<file path="src/conv_pkg.sv">
package conv_pkg;

    // ==================================================
    // frame geometry
    // ==================================================
    localparam int img_width  = 16;  // pixels per row
    localparam int img_height = 16;  // rows per frame

    // ==================================================
    // filter and pipeline shape
    // ==================================================
    localparam int k_size       = 5;              // filter side
    localparam int n_taps       = k_size * k_size;
    localparam int out_ch       = 6;              // LeNet-5 conv1 feature maps
    localparam int tree_levels  = 5;              // 25 -> 13 -> 7 -> 4 -> 2 -> 1

    // window reg + multiply reg + tree + bias reg
    localparam int pipe_latency = 1 + 1 + tree_levels + 1;

    // ==================================================
    // data types
    // ==================================================

    // 8-bit pixel with a zero on top, so it multiplies as signed
    typedef logic signed [8:0]  pixel_t;

    typedef logic signed [7:0]  weight_t;

    // 9 x 8 signed product
    typedef logic signed [16:0] prod_t;

    // 25 products need 5 more bits of headroom
    typedef logic signed [21:0] sum_t;

    typedef logic signed [15:0] bias_t;

    // low 16 bits of sum plus bias, wrapped
    typedef logic signed [15:0] feat_t;

endpackage
</file>
<file path="src/adder_tree.sv">
`timescale 1ns/1ps

module adder_tree
    import conv_pkg::*;
(
    input  logic                  clk,
    input  logic                  rst_n,
    input  logic                  valid_in,
    input  prod_t [n_taps-1:0]    terms,
    output logic                  valid_out,
    output sum_t                  sum
);

    sum_t lvl1 [13];
    sum_t lvl2 [7];
    sum_t lvl3 [4];
    sum_t lvl4 [2];

    logic [tree_levels-1:0] valid_pipe;

    // ==================================================
    // reduction levels with the odd term passing straight down
    // ==================================================
    always_ff @(posedge clk) begin
        // 25 -> 13
        for (int i = 0; i < 12; i++) begin
            lvl1[i] <= sum_t'(prod_t'(terms[2*i])) + sum_t'(prod_t'(terms[2*i+1]));
        end
        lvl1[12] <= sum_t'(prod_t'(terms[24]));

        // 13 -> 7
        for (int i = 0; i < 6; i++) begin
            lvl2[i] <= lvl1[2*i] + lvl1[2*i+1];
        end
        lvl2[6] <= lvl1[12];

        // 7 -> 4
        for (int i = 0; i < 3; i++) begin
            lvl3[i] <= lvl2[2*i] + lvl2[2*i+1];
        end
        lvl3[3] <= lvl2[6];

        // 4 -> 2
        for (int i = 0; i < 2; i++) begin
            lvl4[i] <= lvl3[2*i] + lvl3[2*i+1];
        end

        sum <= lvl4[0] + lvl4[1];  // final level
    end

    // valid follows the data level by level
    always_ff @(posedge clk) begin
        if (!rst_n) begin
            valid_pipe <= '0;
        end else begin
            valid_pipe <= {valid_pipe[tree_levels-2:0], valid_in};
        end
    end

    assign valid_out = valid_pipe[tree_levels-1];

    a_tree_latency: assert property (
        @(posedge clk) disable iff (!rst_n)
        valid_out == $past(valid_in, tree_levels)
    );

endmodule

</file>
<file path="config.mk">
export PLATFORM = sky130hd
export DESIGN_NAME = adder_tree
export DESIGN_NICKNAME = d
export VERILOG_FILES = /design/src/conv_pkg.sv /design/src/adder_tree.sv
export SDC_FILE = /design/constraint.sdc
export NUM_CORES = 1
export LEC_CHECK = 0
export ABC_CLOCK_PERIOD_IN_PS = 4000
export BUFFER_PORTS_ARGS = -buffer_cell sky130_fd_sc_hd__buf_2
export CORE_ASPECT_RATIO = 0.6
export CORE_MARGIN = 4
export CORE_UTILIZATION = 56
export DETAILED_ROUTE_END_ITERATION = 7
export GPL_ROUTABILITY_DRIVEN = 0
export GPL_TIMING_DRIVEN = 0
export HOLD_SLACK_MARGIN = 0.1
export PLACE_DENSITY = 0.78
export SYNTH_ARGS = -nofsm -noshare
export SYNTH_HDL_FRONTEND = slang
export SYNTH_SLANG_ARGS = --single-unit
</file>
<file path="constraint.sdc">
create_clock -name clk -period 4 [get_ports clk]
set_input_delay 0.4 -clock clk [delete_from_list [all_inputs] [get_ports clk]]
set_output_delay 0.4 -clock clk [all_outputs]
set_load 0.01 [all_outputs]
</file>
==> summary.txt <==
Pwr
  • Gate power share: 54.2%
  • P_sw: 11.8 mW
  • Seq pwr share: 29.3%
  • Part of the power in the clock network: 16.5%
  • Power density cells: 775 nW/µm²
  • Power Total: 28.7 mW
  • Maximum vdd drop: 459 µV
  • Pint: 16.9 mW
  • Net Sw Frac: 41.2%
  • Reported leakage power: 17.3 nW

Clock network
  • Clock Path Buffers: 3
  • Clock-pin slew on the worst setup and hold paths: 60 ps
  • Root buffer cell: clkbuf_16
  • CTS tree: done
  • Worst-Skew Late Latency: 570 ps
  • CTS H-tree lvls: 2
  • Total CTS buffers: 48
  • Clock sinks: 536
  • # Post-CTS Setup Buffers: 0

Synthesis
  • Synth Area in Adders: 18.8%
  • Post-synthesis xor/xnor area fraction: 8.59%
  • Compound-gate portion of the synthesized area: 22.4%
  • Commonest cells post-synth: 536 x dfxtp_1, 438 x ha_1, 292 x a21oi_1
  • Mapped Avg Cell Area: 9.12 µm²
  • Post-synthesis mux area share: 0.288%
  • #FFs+latches synth: 536
  • Top-count cell post-synth: dfxtp_1
  • Cell Area, Synth: 31700 µm²
  • Post-Syn Nets: 4369
  • Register area share after synthesis: 33.8%
  • Top post-synthesis cells by area: dfxtp_1 34%, ha_1 17%, xnor2_1 6.4%, a21oi_1 4.6%, a21o_1 3.4%
  • Post-synth ARST share: 0%
  • Synth top area share: 33.8%
  • Post-synth EDFFs: 0
  • Post-Synth Simple-Gate Area: 13.4%
  • Largest family of logic cells by synthesized area: compound AO/OA/AOI/OAI gates
  • Yosys warnings: 0
  • Netlist cell types: 89
  • Post-synth top area cell: dfxtp_1
  • Top FF cell, synth: dfxtp_1
  • Synth Instances: 3479

Timing
  • Relative slew slack: 47.2%
  • TNS Setup: 0 ps
  • Fin Hold WS: 174 ps
  • Period utilization: 74.5%
  • Slew Viols, Final: 0
  • Slew at the pin closest to its max-slew limit: 783 ps
  • Final hold violation count: 0
  • Fmax: 336 MHz
  • Final Skew: 26.4 ps
  • Worst setup margin: 1020 ps
  • Setup-failing EPs final: 0
  • RSZ-0062 raised after global routing: no
  • Fin crit period: 2980 ps

Drt
  • Wirelength, routed: 78000 µm
  • DRT antenna net count: 0
  • Total number of vias: 26900
  • Vias per inst: 5.59
  • First-iteration detailed-routing DRC count: 2154
  • DRT Pass-1 Iters: 5
  • DR WL/cell: 16.2 µm
  • DRC: 0

Critical path
  • Crit. End Element: register
  • R2r startpoint: lvl3[0][0]$_DFF_P_
  • Crit path kind: register to register
  • Worst Path Buf+Inv: 1
  • Delay-heaviest family, CP: compound AO/OA/AOI/OAI gates
  • CP Depth: 10
  • WP data arrival: 3410 ps
  • R2R Setup Slk: 1020 ps
  • CP Max Fanout: 5
  • RR Endpoint: lvl4[0][20]$_DFF_P_
  • Worst Setup Start Kind: register
  • CP peak stage delay: 600 ps
  • Worst path cell trace: ha_1 > inv_1 > fa_1 > nor2b_1 > o21ai_1 > a21oi_1 > o211ai_1 > a211oi_1 > nor2_1 > o311ai_1
  • WP data required: 4430 ps
  • Setup crit end: lvl4[0][20]$_DFF_P_
  • Worst setup path startpoint: lvl3[0][0]$_DFF_P_
  • Critical Path Slowest Stage Cell: a211oi_1
  • R2R depth: 10

Floorplan
  • Initial Util: 56.7%
  • I/O pin total: 451
  • Site row count: 67
  • Die width: 315 µm
  • Placeable Area: 55900 µm²
  • Die Footprint: 60600 µm²
  • Die H: 192 µm

Global route
  • Largest net degree at the start of global routing: 16
  • First-pass GRT wire length: 124000 µm
  • All-Layer GR Usage: 24.7%
  • Gr ovfl total: 0
  • Initial antenna violation count: 2
  • Vias in the first global route: 24600

Final layout
  • Layout cell share with drive strength beyond 1: 14.0%
  • Filler cell count: 4682
  • Fin nets: 4913
  • Post-route core utilization: 66.1%
  • Area grow syn2layout: 16.6%

Hold path
  • HP Class: primary input to register

Outcome
  • Outcome: finished, final reports clean

Placed design
  • Placement Setup Slack: 1140 ps
  • Hpwl dp: 63000 µm
  • Port bufs: 450

Job
  • Max-cap violation count: 0
cell usage in the layout (no fill, tap or decap), types with 36 or more instances in the layout:
cell / instances
nand3_1: 61
o21ai_0: 174
nand2b_1: 60
o21bai_1: 46
dfxtp_1: 536
dlygate4sd3_1: 44
a31oi_1: 36
ha_1: 438
a21oi_1: 292
xor2_1: 80
nor2_1: 246
buf_2: 452
clkbuf_1: 39
nand2_1: 181
a211oi_1: 42
o21a_1: 71
o211ai_1: 39
nor2b_1: 72
clkbuf_16: 49
xnor2_1: 231
inv_1: 195
nor3_1: 84
a21o_1: 143
per-stage QoR:
step           std cells  area, µm²
6_report            4819      37000
5_1_grt             4818      37000
4_1_cts             4818      37000
3_5_place_dp        4688      34900
3_3_place_gp        4688      34900
2_1_floorplan       3479      31700
per-layer routing:
metal	part of all wire (%)	wire, µm	global-route usage (%)	up-vias
met3	8.4	6530	5.67	68
met5	0.017	13	0	-
met4	1.0	804	3.48	2
met1	51	40000	38.7	12300
li1	-	-	-	13700
met2	39	30600	34.9	827
cells by family (layout without fill, tap and decap cells):
family,after synthesis,in the layout
AO/OA/AOI/OAI,1067,1067
XOR/XNOR,311,311
adder cells (fa/ha/maj),462,462
buffers and inverters,223,803
flip-flops,536,536
multiplexers,9,9
other,0,1
AND/OR/NAND/NOR,871,871
final cells by class:
cell class              count  area (µm²)  area share [%]
diodes                      1        2.50         0.00677
plain buffers              27         104           0.281
clock buffers              68        1350            3.65
clock inverters            18         258           0.697
inverters                 196         736            1.99
multi-input cells        2720       20100            54.5
flip-flops and latches    536       10700            29.0
well taps                 759         950            2.57
repair buffers            494        2690            7.28
sequential cells by signal, indices dropped and copies added, names as in the netlist:
name,count
lvl1,233
valid_pipe,5
sum,22
lvl3,83
lvl2,149
lvl4,44
how the worst min path moves through the flow:
stage / end / depth (start not counted) / slack, ps / start
3_3_place_gp: lvl3[3][5]$_DFF_P_ / 0 / 310 / lvl2[6][5]$_DFF_P_
5_1_grt: lvl1[0][24]$_DFF_P_ / 3 / 180 / terms[53]
2_1_floorplan: lvl2[6][0]$_DFF_P_ / 0 / 310 / lvl1[1][88]$_DFF_P_
6_report: lvl1[0][24]$_DFF_P_ / 3 / 170 / terms[53]
4_1_cts: lvl1[0][24]$_DFF_P_ / 3 / 150 / terms[53]
3_5_place_dp: lvl2[6][6]$_DFF_P_ / 0 / 310 / lvl1[1][94]$_DFF_P_
repair_timing:
item | in CTS | in global routing
resized for setup | 0 | 0
hold buffers | 44 | 0
endpoints found under the hold margin | 34 | 0
worst reg2reg max path: stages (launching register included):
cell,delay (ps)
dfxtp_1,400
ha_1,210
inv_1,70
fa_1,410
nor2b_1,120
o21ai_1,80
a21oi_1,270
o211ai_1,210
a211oi_1,600
nor2_1,90
o311ai_1,390
power by group through the flow:
stage                     sequential, mW  combinational (mW)  clock [mW]
final                               8.40                15.5        4.72
after global routing                8.54                17.3        5.05
after CTS                           8.37                15.3        4.82
after detailed placement            8.47                15.1           0
after global placement              8.45                14.8           0
after floorplan                     8.04                11.6           0
(Power assumes the default switching activity.)
