File: config.mk
export PLATFORM = sky130hd
export DESIGN_NAME = window_gen
export DESIGN_NICKNAME = d
export VERILOG_FILES = /design/src/conv_pkg.sv /design/src/window_gen.sv
export SDC_FILE = /design/constraint.sdc
export NUM_CORES = 1
export LEC_CHECK = 0
export ABC_AREA = 1
export BUFFER_PORTS_ARGS = -buffer_cell sky130_fd_sc_hd__buf_2
export CORE_MARGIN = 4
export CORE_UTILIZATION = 41
export CTS_BUF_LIST = sky130_fd_sc_hd__clkbuf_2
export DETAILED_ROUTE_END_ITERATION = 7
export GPL_TIMING_DRIVEN = 0
export RECOVER_POWER = 100
export SLEW_MARGIN = 25
export SYNTH_ARGS = -nofsm -noshare
export SYNTH_HDL_FRONTEND = slang
export SYNTH_SLANG_ARGS = --single-unit
File: constraint.sdc
create_clock -name clk -period 3 [get_ports clk]
set_input_delay 0 -clock clk [delete_from_list [all_inputs] [get_ports clk]]
set_output_delay 0 -clock clk [all_outputs]
set_load 0.1 [all_outputs]
File: src/conv_pkg.sv
package conv_pkg;

    // ==================================================
    // frame geometry
    // ==================================================
    localparam int img_width  = 16;  // pixels per row
    localparam int img_height = 16;  // rows per frame

    // ==================================================
    // filter and pipeline shape
    // ==================================================
    localparam int k_size       = 5;              // filter side
    localparam int n_taps       = k_size * k_size;
    localparam int out_ch       = 6;              // LeNet-5 conv1 feature maps
    localparam int tree_levels  = 5;              // 25 -> 13 -> 7 -> 4 -> 2 -> 1

    // window reg + multiply reg + tree + bias reg
    localparam int pipe_latency = 1 + 1 + tree_levels + 1;

    // ==================================================
    // data types
    // ==================================================

    // 8-bit pixel with a zero on top, so it multiplies as signed
    typedef logic signed [8:0]  pixel_t;

    typedef logic signed [7:0]  weight_t;

    // 9 x 8 signed product
    typedef logic signed [16:0] prod_t;

    // 25 products need 5 more bits of headroom
    typedef logic signed [21:0] sum_t;

    typedef logic signed [15:0] bias_t;

    // low 16 bits of sum plus bias, wrapped
    typedef logic signed [15:0] feat_t;

endpackage
File: src/window_gen.sv
`timescale 1ns/1ps

module window_gen
    import conv_pkg::*;
(
    input  logic                      clk,
    input  logic                      rst_n,
    input  logic                      valid_in,
    input  logic [7:0]                pix_in,
    output logic                      win_valid,
    output pixel_t [n_taps-1:0]       window
);

    // line_buf[0] is one row back, line_buf[k_size-2] is the oldest row
    logic [7:0] line_buf [k_size-1][img_width];

    logic [$clog2(img_width)-1:0]  col_cnt;
    logic [$clog2(img_height)-1:0] row_cnt;

    pixel_t [k_size-1:0] new_col;  // column entering the window with row 0 oldest
    logic                completing;

    // ==================================================
    // new column from the line buffer taps
    // ==================================================
    always_comb begin
        new_col[k_size-1] = pixel_t'({1'b0, pix_in});
        for (int r = 0; r < k_size - 1; r++) begin
            // row r sits (k_size-1-r) rows above the current one
            new_col[r] = pixel_t'({1'b0, line_buf[k_size-2-r][img_width-1]});
        end
    end

    assign completing = (row_cnt >= k_size - 1) && (col_cnt >= k_size - 1);

    // line buffers and window shift
    always_ff @(posedge clk) begin
        if (valid_in) begin
            for (int k = 0; k < k_size - 1; k++) begin
                for (int i = img_width - 1; i > 0; i--) begin
                    line_buf[k][i] <= line_buf[k][i-1];
                end
            end
            line_buf[0][0] <= pix_in;
            for (int k = 1; k < k_size - 1; k++) begin
                line_buf[k][0] <= line_buf[k-1][img_width-1];  // cascade rows
            end

            for (int r = 0; r < k_size; r++) begin
                for (int c = 0; c < k_size - 1; c++) begin
                    window[r*k_size+c] <= window[r*k_size+c+1];  // oldest drops out
                end
                window[r*k_size+k_size-1] <= new_col[r];
            end
        end
    end

    // ==================================================
    // raster position and window valid
    // ==================================================
    always_ff @(posedge clk) begin
        if (!rst_n) begin
            col_cnt   <= '0;
            row_cnt   <= '0;
            win_valid <= 1'b0;
        end else begin
            win_valid <= valid_in && completing;
            if (valid_in) begin
                if (col_cnt == img_width - 1) begin
                    col_cnt <= '0;
                    // frame wrap
                    if (row_cnt == img_height - 1) row_cnt <= '0;
                    else                           row_cnt <= row_cnt + 1'b1;
                end else begin
                    col_cnt <= col_cnt + 1'b1;
                end
            end
        end
    end

    // a window only comes out of a pixel that was actually accepted
    a_win_needs_pixel: assert property (
        @(posedge clk) disable iff (!rst_n) !valid_in |=> !win_valid
    );

endmodule

==> results by group <==
Worst setup path
  – CP max FO: 54
  – Worst EP arrival: 3840 ps
  – CP required: roughly 4000 ps
  – Worst Setup Start Kind: input port
  – Critical Path Sink Type: flop
  – Critical path's slowest cell: dlygate4sd3_1
  – Cell breakdown of the critical path: dlygate4sd3_1 -> dlygate4sd3_1 -> clkbuf_1 -> buf_16 -> buf_16 -> buf_16 -> inv_1 -> nor2_1 -> nand3_1 -> nand2_1 -> dlygate4sd3_1 -> nor2_1 -> dlygate4sd3_1
  – Slowest stage delay, CP: 550 ps
  – Worst path most repeated cell: dlygate4sd3_1
  – Crit Path Class: in -> reg

Layout
  – FILL cells: around 3700
  – Fin nets: approximately 1200
  – Most frequent cells in the layout: 552 x edfxtp_1, 257 x clkbuf_2, 186 x buf_4
  – Non-Filler Instances: between 1500 and 2000
  – Area delta synth->final: 19.6%
  – Ratio of cells with drive above 1 in the final layout: a little over two fifths
  – Finished Cell Area: 22000 um2
  – Leading cell type in the layout, fill and taps excluded: edfxtp_1

Global route
  – Vias in the first global route: between 8000 and 9000
  – Global-route wire length before repair: between 40 and 50 mm
  – Global Route Usage Sum: between 10 and 15%
  – Largest net degree at the start of global routing: 100
  – GRT overflow: 0
  – Initial antenna violation count: 2

Synthesis
  – Synth Register Bits: between 500 and 600
  – Synthesized netlist cell count: 791
  – Synth area leader: edfxtp_1
  – Top post-synthesis cells by area: edfxtp_1 90%, buf_4 7.6%, dfxtp_1 0.98%, nor2_1 0.20%, nand2_1 0.16%
  – Synthesized area: approximately 18000 um2
  – Synth warn: 0
  – Avg Inst Size Synth: roughly 23 um2
  – Register area share after synthesis: between 90% and 100%
  – Yosys top cell area share: about nine tenths
  – Distinct cell type count of the synthesized netlist: 19

Route
  – Vias per cell: around 4.2
  – Via Count: about 8000
  – Final ANT Viol Nets: 0
  – DRC: 0
  – Drt pass-1 iters: 4
  – Starting DRC count in detailed routing: 426
  – DR WL/cell: between 10 and 15 um
  – DRT Wirelength: between 20 and 30 mm

Clock network
  – Worst-path clk slew: ~100 ps
  – Inserted Clock Buffers: around 140
  – Worst-case clock buffer depth: 3
  – Clock root buffer: clkbuf_2
  – H-tree depth: 4
  – Cts repair resizes: 0
  – Clk sinks: 561
  – Worst skew pair latency: ~1200 ps
  – TritonCTS clock tree: yes

Power and ir drop
  – Cell Pwr Density: between 700 and 800 nW/um2
  – Flop pwr share: between 50% and 60%
  – Clock Power Share: 32.0%
  – Logic gate share of total power: approximately 11%
  – Psw: roughly 4600 uW
  – P_leak: about 0.0084 uW
  – Switching share of total power: around 28%
  – Max VDD drop: between 0.0004 and 0.0005 V
  – Internal power: roughly 12000 uW

Placed design
  – Final Wtd Congestion: around 0.69
  – IO Port Bufs: between 200 and 250
  – Area post-placement: 20400 um2
  – Dpl hpwl: between 10 and 15 mm
  – Cell Count Post-Placement: between 1500 and 2000

Timing
  – Final Skew: between 70 and 80 ps
  – Slew @ Worst Pin: approximately 2100 ps
  – Tmin final: ~2800 ps
  – Max Fclk: between 0.3 and 0.4 GHz
  – Final setup fails: 0
  – Hold_ws: approximately 320 ps
  – RSZ-0062 raised after global routing: no
  – Max-slew headroom at the worst pin: -42.6%
  – Slew Limit Fails: 170
  – Final hold violation count: 0
  – Final period util: a little over 90%

Floorplanning
  – Die height: approximately 220 um
  – DIE WIDTH: roughly 220 um
  – Core Box Area: ~44000 um2
  – Die area: ~48000 um2
  – Core Rows: a little under 80
  – Starting Density: slightly above 40%
  – Boundary Pins: ~240

Run status
  – Failing checks: capacitance limit, slew limit
  – Status: finished, violations left

Job
  – Max capacitance violation total: 2

Worst hold path
  – Hold crit path type: in -> reg
per-layer routing:
layer | global-route usage, % | vias to the layer above | routed length, um
met1 | 14.3 | 3882 | 11600
met2 | 14.2 | 290 | 11100
met5 | 0 | - | 0
li1 | - | 3733 | -
met4 | 7.35 | 0 | 810
met3 | 6.00 | 66 | 2580
area by class of cell:
| cell class | instances | area, um2 | share of cell area (%) |
|---|---|---|---|
| inverters | 5 | 18.8 | 0.0854 |
| clock inverters | 48 | 323 | 1.47 |
| repair buffers | 249 | 1440 | 6.54 |
| clock buffers | 203 | 1020 | 4.62 |
| flip-flops and latches | 561 | 16800 | 76.2 |
| well taps | 592 | 741 | 3.37 |
| diodes | 4 | 10.0 | 0.0455 |
| plain buffers | 185 | 1390 | 6.32 |
| multi-input cells | 64 | 289 | 1.32 |
worst max-delay path, delay by kind of cell:
family / cells / cell delay [ps]
buffers and inverters: 9 / 3160
and+or+nand+nor: 4 / 660
flip-flops by register name (all words and copies together), names as in the netlist:
| register | flops |
|---|---|
| win_valid | 1 |
| col_cnt | 4 |
| window | 181 |
| row_cnt | 4 |
| line_buf | 371 |
path summary, 6_finish.rpt:
check | start | end | slack [ps] | cells past startpoint
worst min register to register | line_buf[0][58]$_DFFE_PP_ | line_buf[0][50]$_DFFE_PP_ | 380 | 0
worst min-delay path | rst_n | col_cnt[2]$_SDFFE_PN0P_ | 320 | 5
worst max register to register | col_cnt[0]$_SDFFE_PN0P_ | row_cnt[2]$_SDFFE_PN0P_ | 490 | 8
worst max-delay path | valid_in | row_cnt[2]$_SDFFE_PN0P_ | 240 | 13
stage by stage:
stage          setup WS [ps]   TNS, ps  total power (uW)  utilization, %
4_1_cts                  530         0             16600            50.0
6_report                 240         0             16200            49.7
2_1_floorplan           1750         0             10800               -
3_3_place_gp           -7300  -3438180             11300            45.8
5_1_grt                  242         0             17100            49.7
3_5_place_dp             840         0             11200            46.2
repair_timing:
item | in CTS | in global routing
setup buffers | 0 | 0
hold endpoints to repair | 477 | 0
hold buffers | 32 | 0
power by group through the flow:
stage               Clock, uW  Combinational (uW)  Sequential [uW]
detailed placement          0                1750             9420
finish                   5190                1760             9250
floorplan                   0                1220             9570
CTS                      5520                1790             9250
global placement            0                1720             9530
global route             6030                1820             9300
Yosys cell counts:
| master | count |
|---|---|
| dfxtp_1 | 9 |
| a22oi_1 | 1 |
| nand2_1 | 8 |
| nor2_1 | 10 |
| inv_2 | 1 |
| conb_1 | 1 |
| nand3_1 | 5 |
| nor3_1 | 1 |
| o21ai_0 | 4 |
| nand4_1 | 1 |
| ha_1 | 2 |
| inv_1 | 4 |
| edfxtp_1 | 552 |
| nand2_2 | 1 |
| xor2_1 | 1 |
| a21oi_1 | 3 |
| buf_4 | 185 |
| a211oi_1 | 1 |
| nor2_4 | 1 |
cell families (layout without fill, tap and decap cells):
family	Yosys count	after routing	synth area share, %
AO/OA/AOI/OAI	9	9	0.272
XOR/XNOR	1	1	0.0477
adder cells (fa/ha/maj)	2	2	0.136
buffers and inverters	190	690	7.66
flip-flops	561	561	91.2
other	1	29	0.0204
AND/OR/NAND/NOR	27	27	0.661
(Power assumes the default switching activity.)
