$ cat config.mk
export PLATFORM = sky130hd
export DESIGN_NAME = bias_out
export DESIGN_NICKNAME = d
export VERILOG_FILES = /design/src/conv_pkg.sv /design/src/bias_out.sv
export SDC_FILE = /design/constraint.sdc
export NUM_CORES = 1
export LEC_CHECK = 0
export ABC_AREA = 1
export BUFFER_PORTS_ARGS = -buffer_cell sky130_fd_sc_hd__buf_2
export CORE_MARGIN = 1
export CORE_UTILIZATION = 35
export DETAILED_ROUTE_END_ITERATION = 10
export GPL_TIMING_DRIVEN = 0
export PLACE_DENSITY = 0.7
export SYNTH_ARGS = -nofsm -noshare
export SYNTH_HDL_FRONTEND = slang
export SYNTH_SLANG_ARGS = --single-unit
$ cat constraint.sdc
create_clock -name clk -period 1.9 [get_ports clk]
set_clock_uncertainty 0.1 [all_clocks]
set_input_delay 0.285 -clock clk [delete_from_list [all_inputs] [get_ports clk]]
set_output_delay 0.285 -clock clk [all_outputs]
set_load 0.01 [all_outputs]
$ cat src/conv_pkg.sv
package conv_pkg;

    // ==================================================
    // frame geometry
    // ==================================================
    localparam int img_width  = 16;  // pixels per row
    localparam int img_height = 16;  // rows per frame

    // ==================================================
    // filter and pipeline shape
    // ==================================================
    localparam int k_size       = 5;              // filter side
    localparam int n_taps       = k_size * k_size;
    localparam int out_ch       = 6;              // LeNet-5 conv1 feature maps
    localparam int tree_levels  = 5;              // 25 -> 13 -> 7 -> 4 -> 2 -> 1

    // window reg + multiply reg + tree + bias reg
    localparam int pipe_latency = 1 + 1 + tree_levels + 1;

    // ==================================================
    // data types
    // ==================================================

    // 8-bit pixel with a zero on top, so it multiplies as signed
    typedef logic signed [8:0]  pixel_t;

    typedef logic signed [7:0]  weight_t;

    // 9 x 8 signed product
    typedef logic signed [16:0] prod_t;

    // 25 products need 5 more bits of headroom
    typedef logic signed [21:0] sum_t;

    typedef logic signed [15:0] bias_t;

    // low 16 bits of sum plus bias, wrapped
    typedef logic signed [15:0] feat_t;

endpackage
$ cat src/bias_out.sv
`timescale 1ns/1ps

module bias_out
    import conv_pkg::*;
(
    input  logic                  clk,
    input  logic                  rst_n,
    input  logic                  sum_valid,
    input  sum_t  [out_ch-1:0]    sums,
    input  bias_t [out_ch-1:0]    biases,
    output logic                  valid_out,
    output feat_t [out_ch-1:0]    feat
);

    feat_t [out_ch-1:0] acc;

    // low 16 bits of the sum plus bias, wraps in 16 bits
    always_comb begin
        for (int c = 0; c < out_ch; c++) begin
            acc[c] = feat_t'(sums[c][15:0] + biases[c]);
        end
    end

    always_ff @(posedge clk) begin
        if (sum_valid) begin
            feat <= acc;  // holds between results
        end
    end

    always_ff @(posedge clk) begin
        if (!rst_n) begin
            valid_out <= 1'b0;
        end else begin
            valid_out <= sum_valid;
        end
    end

    // catches X leaking from an unfilled window or line buffer
    a_feat_known: assert property (
        @(posedge clk) disable iff (!rst_n) valid_out |-> !$isunknown(feat)
    );

endmodule

==> reports/metrics.cfg, run 1 <==
[status]
status = finished, final reports clean

[global_route]
grt_overflow = 0
antenna_found_initial = 2
grt_pass1_wl_mm = 33.0
grt_usage_pct = 16.8
grt_max_degree = 59
grt_pass1_vias = 7281

[setup_path]
arrival_ns = 1.68
path_delay_family = simple AND/OR/NAND/NOR gates
path_cells = buf_2, ha_1, fa_1, nand2_1, nand2_1, nand3b_1, nand2_1, nand2_1, nand2_1, nand2_1, nand2_1
cp-end-kind = flop
crit_path_start_kind = primary input
crit_fanout = 3
cpMaxStageDelayCell = fa_1
critPathRequiredTime_ns = 1.90
slowest_delay_ns = 0.40
crit_top_cell = nand2_1
worstPathBufferInverterCount = 1
crit_type = primary input to flop

[finish]
nFillCells = 2397
final_area_um2 = 10600
final_nets = 1779
drive_gt1_share_pct = 26.8
area_delta_synth_final_pct = 25.7

[clocking]
ctsHoldBuffers = 0
clock_path_buffers = 2
cts-root-buf = clkbuf_16
postCtsSetupRepairBufs = 0
cts_max_level = 3
cts.sinks = 97
cts_buffers = 9
clk_pin_slew_worst_paths_ns = 0.07
cts_resized = 0
cts_tree = built

[yosys]
synth.ff_latch_count = 97
yosysSeqAreaShare_pct = 34.5
synthesis.nets = 1476
synth_area_um2 = 8420
synth_cell_types = 21
ys_warn_count = 0
syn_area_per_cell_um2 = 7.32
synthCells = 1149

[routing]
wl_per_cell_um = 11.8
drt_iter0_markers = 266
num_vias = 7900
via_per_inst = 4.44
firstDrtPassIters = 5
drc = 0
drtAntennaViolNets = 0
drt-total-wl_mm = 20.9

[timing]
period_share_pct = 88.7
hold_viol = 0
hold_slack_ns = 0.0385
slew_viol_final = 0
rsz0062_at_grt = false
tightest_slew_ns = 0.598
slew_headroom_pct = 60.2
setup_viol = 0
fin_crit_ns = 1.68
fmax_mhz = 594

[placement]
place.gp.congestion = 0.921
post_dp_cell_area_um2 = 10300
dp_hpwl_mm = 17.8
io_buffer_count = 291

[floorplanning]
dieArea_um2 = 24700
rows = 56
start_util_pct = 35.7
core_um2 = 23500
die_w_um = 157
dieHeight_um = 157
io_pins = 328

[worst_hold_path]
hold_path_class = primary input to flop

[pwr]
p_leak_nw = 6.02
ir_drop_mv = 0.298
p_per_area_nw_per_um2 = 668

[flow_run]
cap_violations = 0

## cells in the mapped netlist
master / number / area [um2]
inv_1: 210 / 788
nand3_2: 6 / 60.1
nand3b_1: 6 / 45.0
edfxtp_1: 96 / 2880
inv_2: 19 / 71.3
a21oi_4: 1 / 16.3
fa_1: 6 / 120
nor2_1: 58 / 218
nand3_1: 54 / 270
dfxtp_1: 1 / 20.0
a21oi_2: 5 / 43.8
xor2_1: 36 / 315
xnor2_1: 12 / 105
nor2_2: 2 / 12.5
nand2_1: 439 / 1650
nor3_1: 2 / 10.0
a21oi_1: 48 / 240
nor3_2: 16 / 160
nand4_1: 6 / 37.5
nand2_2: 36 / 225
ha_1: 90 / 1130
## cell type report
| type | instances | area (um2) | area share (%) |
|---|---|---|---|
| Clock inverter | 6 | 42.5 | 0.402 |
| Clock buffer | 10 | 229 | 2.16 |
| Multi-Input combinational cell | 823 | 4650 | 44.0 |
| Timing Repair Buffer | 292 | 1490 | 14.1 |
| Sequential cell | 97 | 2900 | 27.4 |
| Tap cell | 319 | 399 | 3.77 |
| Antenna cell | 2 | 5.00 | 0.0473 |
| Inverter | 229 | 860 | 8.13 |
## placed cells by master (no fill, tap or decap), types with 5 or more instances in the layout
| cell | n |
|---|---|
| fa_1 | 6 |
| nand2_2 | 36 |
| ha_1 | 90 |
| xnor2_1 | 12 |
| clkbuf_16 | 9 |
| inv_1 | 210 |
| buf_2 | 290 |
| nand3b_1 | 6 |
| nand2_1 | 439 |
| edfxtp_1 | 96 |
| nand3_2 | 6 |
| nand4_1 | 6 |
| nor3_2 | 16 |
| nor2_1 | 58 |
| a21oi_2 | 5 |
| a21oi_1 | 48 |
| xor2_1 | 36 |
| inv_2 | 19 |
| nand3_1 | 54 |
## cells by family after synthesis
logic type	after synthesis	share of synthesized area (%)
fa+ha+maj	96	14.8
buf+inv	229	10.2
xor+xnor	48	5.00
simple gates	625	31.9
flops	97	34.5
compound gates	54	3.57
## metrics by stage
stage	power, mW	TNS (ns)	util (%)	cells	setup WS (ns)
4_1_cts	7.16	0	44.9	1776	0.230
6_report	7.06	0	44.9	1778	0.215
3_5_place_dp	5.38	-1.61	43.8	1760	-0.140
3_3_place_gp	5.34	-66.28	43.6	1759	-0.687
5_1_grt	7.55	0	44.9	1776	0.0860
2_1_floorplan	4.45	0	-	1149	0.136
## layer usage
metal	GRT usage [%]	share of wire (%)	vias up	wire length (um)
met2	30.0	48	217	9990
li1	-	-	4202	-
met3	3.06	6.2	25	1300
met4	5.69	2.0	0	409
met5	0	0	-	0
met1	20.3	44	3456	9210
## registers in the layout, indices dropped and copies added (netlist names)
name,flops
feat,96
valid_out,1
## power by group
group          switching [mW]  internal [mW]
logic                    1.50          0.976
clock network           0.850          0.893
registers              0.0775           2.77
## worst paths after layout
kind  startpoint        end  slack, ns  depth (start not counted)
min        rst_n  valid_out       0.04                          3
max     sums[44]   feat[46]       0.22                         11
Note: power is estimated with default switching activity, not from simulation.
==> run 2, diff against run 1 <==
--- a/config.mk
+++ b/config.mk
@@ -9,6 +9,7 @@
 export BUFFER_PORTS_ARGS = -buffer_cell sky130_fd_sc_hd__buf_2
 export CORE_MARGIN = 1
 export CORE_UTILIZATION = 35
+export CTS_BUF_LIST = sky130_fd_sc_hd__clkbuf_4 sky130_fd_sc_hd__clkbuf_8
 export DETAILED_ROUTE_END_ITERATION = 10
 export GPL_TIMING_DRIVEN = 0
 export PLACE_DENSITY = 0.7
==> constraint.sdc (replaced) <==
create_clock -name clk -period 1.7 [get_ports clk]
set_clock_uncertainty 0.1 [all_clocks]
set_input_delay 0.255 -clock clk [delete_from_list [all_inputs] [get_ports clk]]
set_output_delay 0.255 -clock clk [all_outputs]
set_load 0.01 [all_outputs]
==> reports/metrics.cfg, run 2 (synthesis gave the netlist of run 1 again) <==
[flow_run]
cap_violations = 0

[finish]
final_area_um2 = 10500
reg.largest.list = feat x96, valid_out x1
nFillCells = 2412
largest_reg_flops = 96
multi_input_area_um2 = 4670
final_common_cell = nand2_1
layout_common_cells = nand2_1, buf_2, inv_1, edfxtp_1, ha_1
regArea_um2 = 2900
final_nets = 1780
regMostFlops = feat
drive_gt1_share_pct = 27.4
area_delta_synth_final_pct = 25.3

[timing]
fin_crit_ns = 1.56
slew_headroom_pct = 68.8
hold_viol = 0
slew_viol_final = 0
tightest_slew_ns = 0.468
setup_viol = 0
period_share_pct = 91.6
fmax_mhz = 642
rsz0062_at_grt = false
fin_tns_setup_ns = 0

[routing]
drc = 0
drt_iter0_markers = 279
drtAntennaViolNets = 0
wl_per_cell_um = 11.6
via_per_inst = 4.46
drt-total-wl_mm = 20.6
num_vias = 7929
firstDrtPassIters = 5

[setup_path]
cpMaxStageDelayCell = fa_2
path_delay_family = simple AND/OR/NAND/NOR gates
crit_top_cell = nand2_1
crit_type = primary input to flop
cp-end-kind = flop
crit_fanout = 3
crit_path_start_kind = primary input
path_cells = buf_2, ha_1, fa_2, nand2_1, nand2_1, nand3b_1, nand2_1, nand2_1, nand2_1, nand2_1, nand2_1
worstPathBufferInverterCount = 1
arrival_ns = 1.60
critPathRequiredTime_ns = 1.74
slowest_delay_ns = 0.37

[global_route]
gr-usage-met1_pct = 19.3
grt_overflow = 0
grt_pass1_wl_mm = 33.1
use_met2_pct = 31.0
grt_usage_pct = 16.9
grt_max_degree = 66
grtUsageMet3_pct = 3.14
grt_pass1_vias = 7448
grt-busiest-layer = met2
antenna_found_initial = 5

[placement]
place.gp.congestion = 0.920
io_buffer_count = 291
dp_hpwl_mm = 17.2
post_dp_cell_area_um2 = 10300

[clocking]
cts_buffers = 9
clk_pin_slew_worst_paths_ns = 0.10
cts.sinks = 97
clock_path_buffers = 2
cts-root-buf = clkbuf_8
cts_tree = built
cts_max_level = 3

[floorplanning]
dieArea_um2 = 24700
start_util_pct = 35.7
dieHeight_um = 157
io_pins = 328
rows = 56
die_w_um = 157
core_um2 = 23500

[worst_hold_path]
hold_path_class = primary input to flop
min_from = biases[16]
hold_end = feat[16]
hold_depth = 2

[pwr]
p_leak_nw = 6.00
p_per_area_nw_per_um2 = 721
ir_drop_mv = 0.364
power.total_mw = 7.61

[status]
status = finished, final reports clean

[run 2: what timing repair did]
item / CTS / global route
buffers inserted: 0 / 0
endpoints found under the hold margin: 1 / 0
hold buffers: 1 / 0
gates resized for setup: 0 / 0
[run 2: final cells by class]
class	count	area share (%)
Tap cell	319	3.79
Clock inverter	4	0.498
Sequential cell	97	27.5
Clock buffer	12	1.51
Antenna cell	2	0.0475
Inverter	229	8.15
Multi-Input combinational cell	823	44.3
Timing Repair Buffer	293	14.2
[run 2: where the power goes]
group	internal, mW	total [mW]	switching, mW
sequential	3.09	3.17	0.0824
clock	0.783	1.67	0.886
combinational	1.10	2.76	1.67
[run 2: metrics by stage]
step | hold slack, ns | instances | setup slack (ns) | utilization [%]
2_1_floorplan | 0.248 | 1149 | 0.0241 | -
3_3_place_gp | 0.334 | 1759 | -0.867 | 43.7
3_5_place_dp | 0.344 | 1760 | -0.309 | 43.8
4_1_cts | 0.0312 | 1777 | 0.118 | 44.8
5_1_grt | 0.0369 | 1778 | 0.00691 | 44.8
6_report | 0.0617 | 1779 | 0.143 | 44.8
[run 2: per-layer routing]
layer / share of wire [%] / vias to the layer above / wire [um]
met1: 42 / 3449 / 8700
met4: 2.4 / 6 / 497
met3: 6.1 / 31 / 1250
met5: 0.21 / - / 43
li1: - / 4197 / -
met2: 49 / 246 / 10100
[run 2: worst max path at each step]
stage,cells after the start,startpoint,slack [ns],to
3_3_place_gp,1,sum_valid,-0.87,feat[21]
4_1_cts,11,sums[88],0.12,feat[78]
2_1_floorplan,10,sums[0],0.02,feat[14]
5_1_grt,11,sums[88],0.007,feat[78]
6_report,11,sums[88],0.14,feat[78]
3_5_place_dp,11,sums[88],-0.31,feat[78]
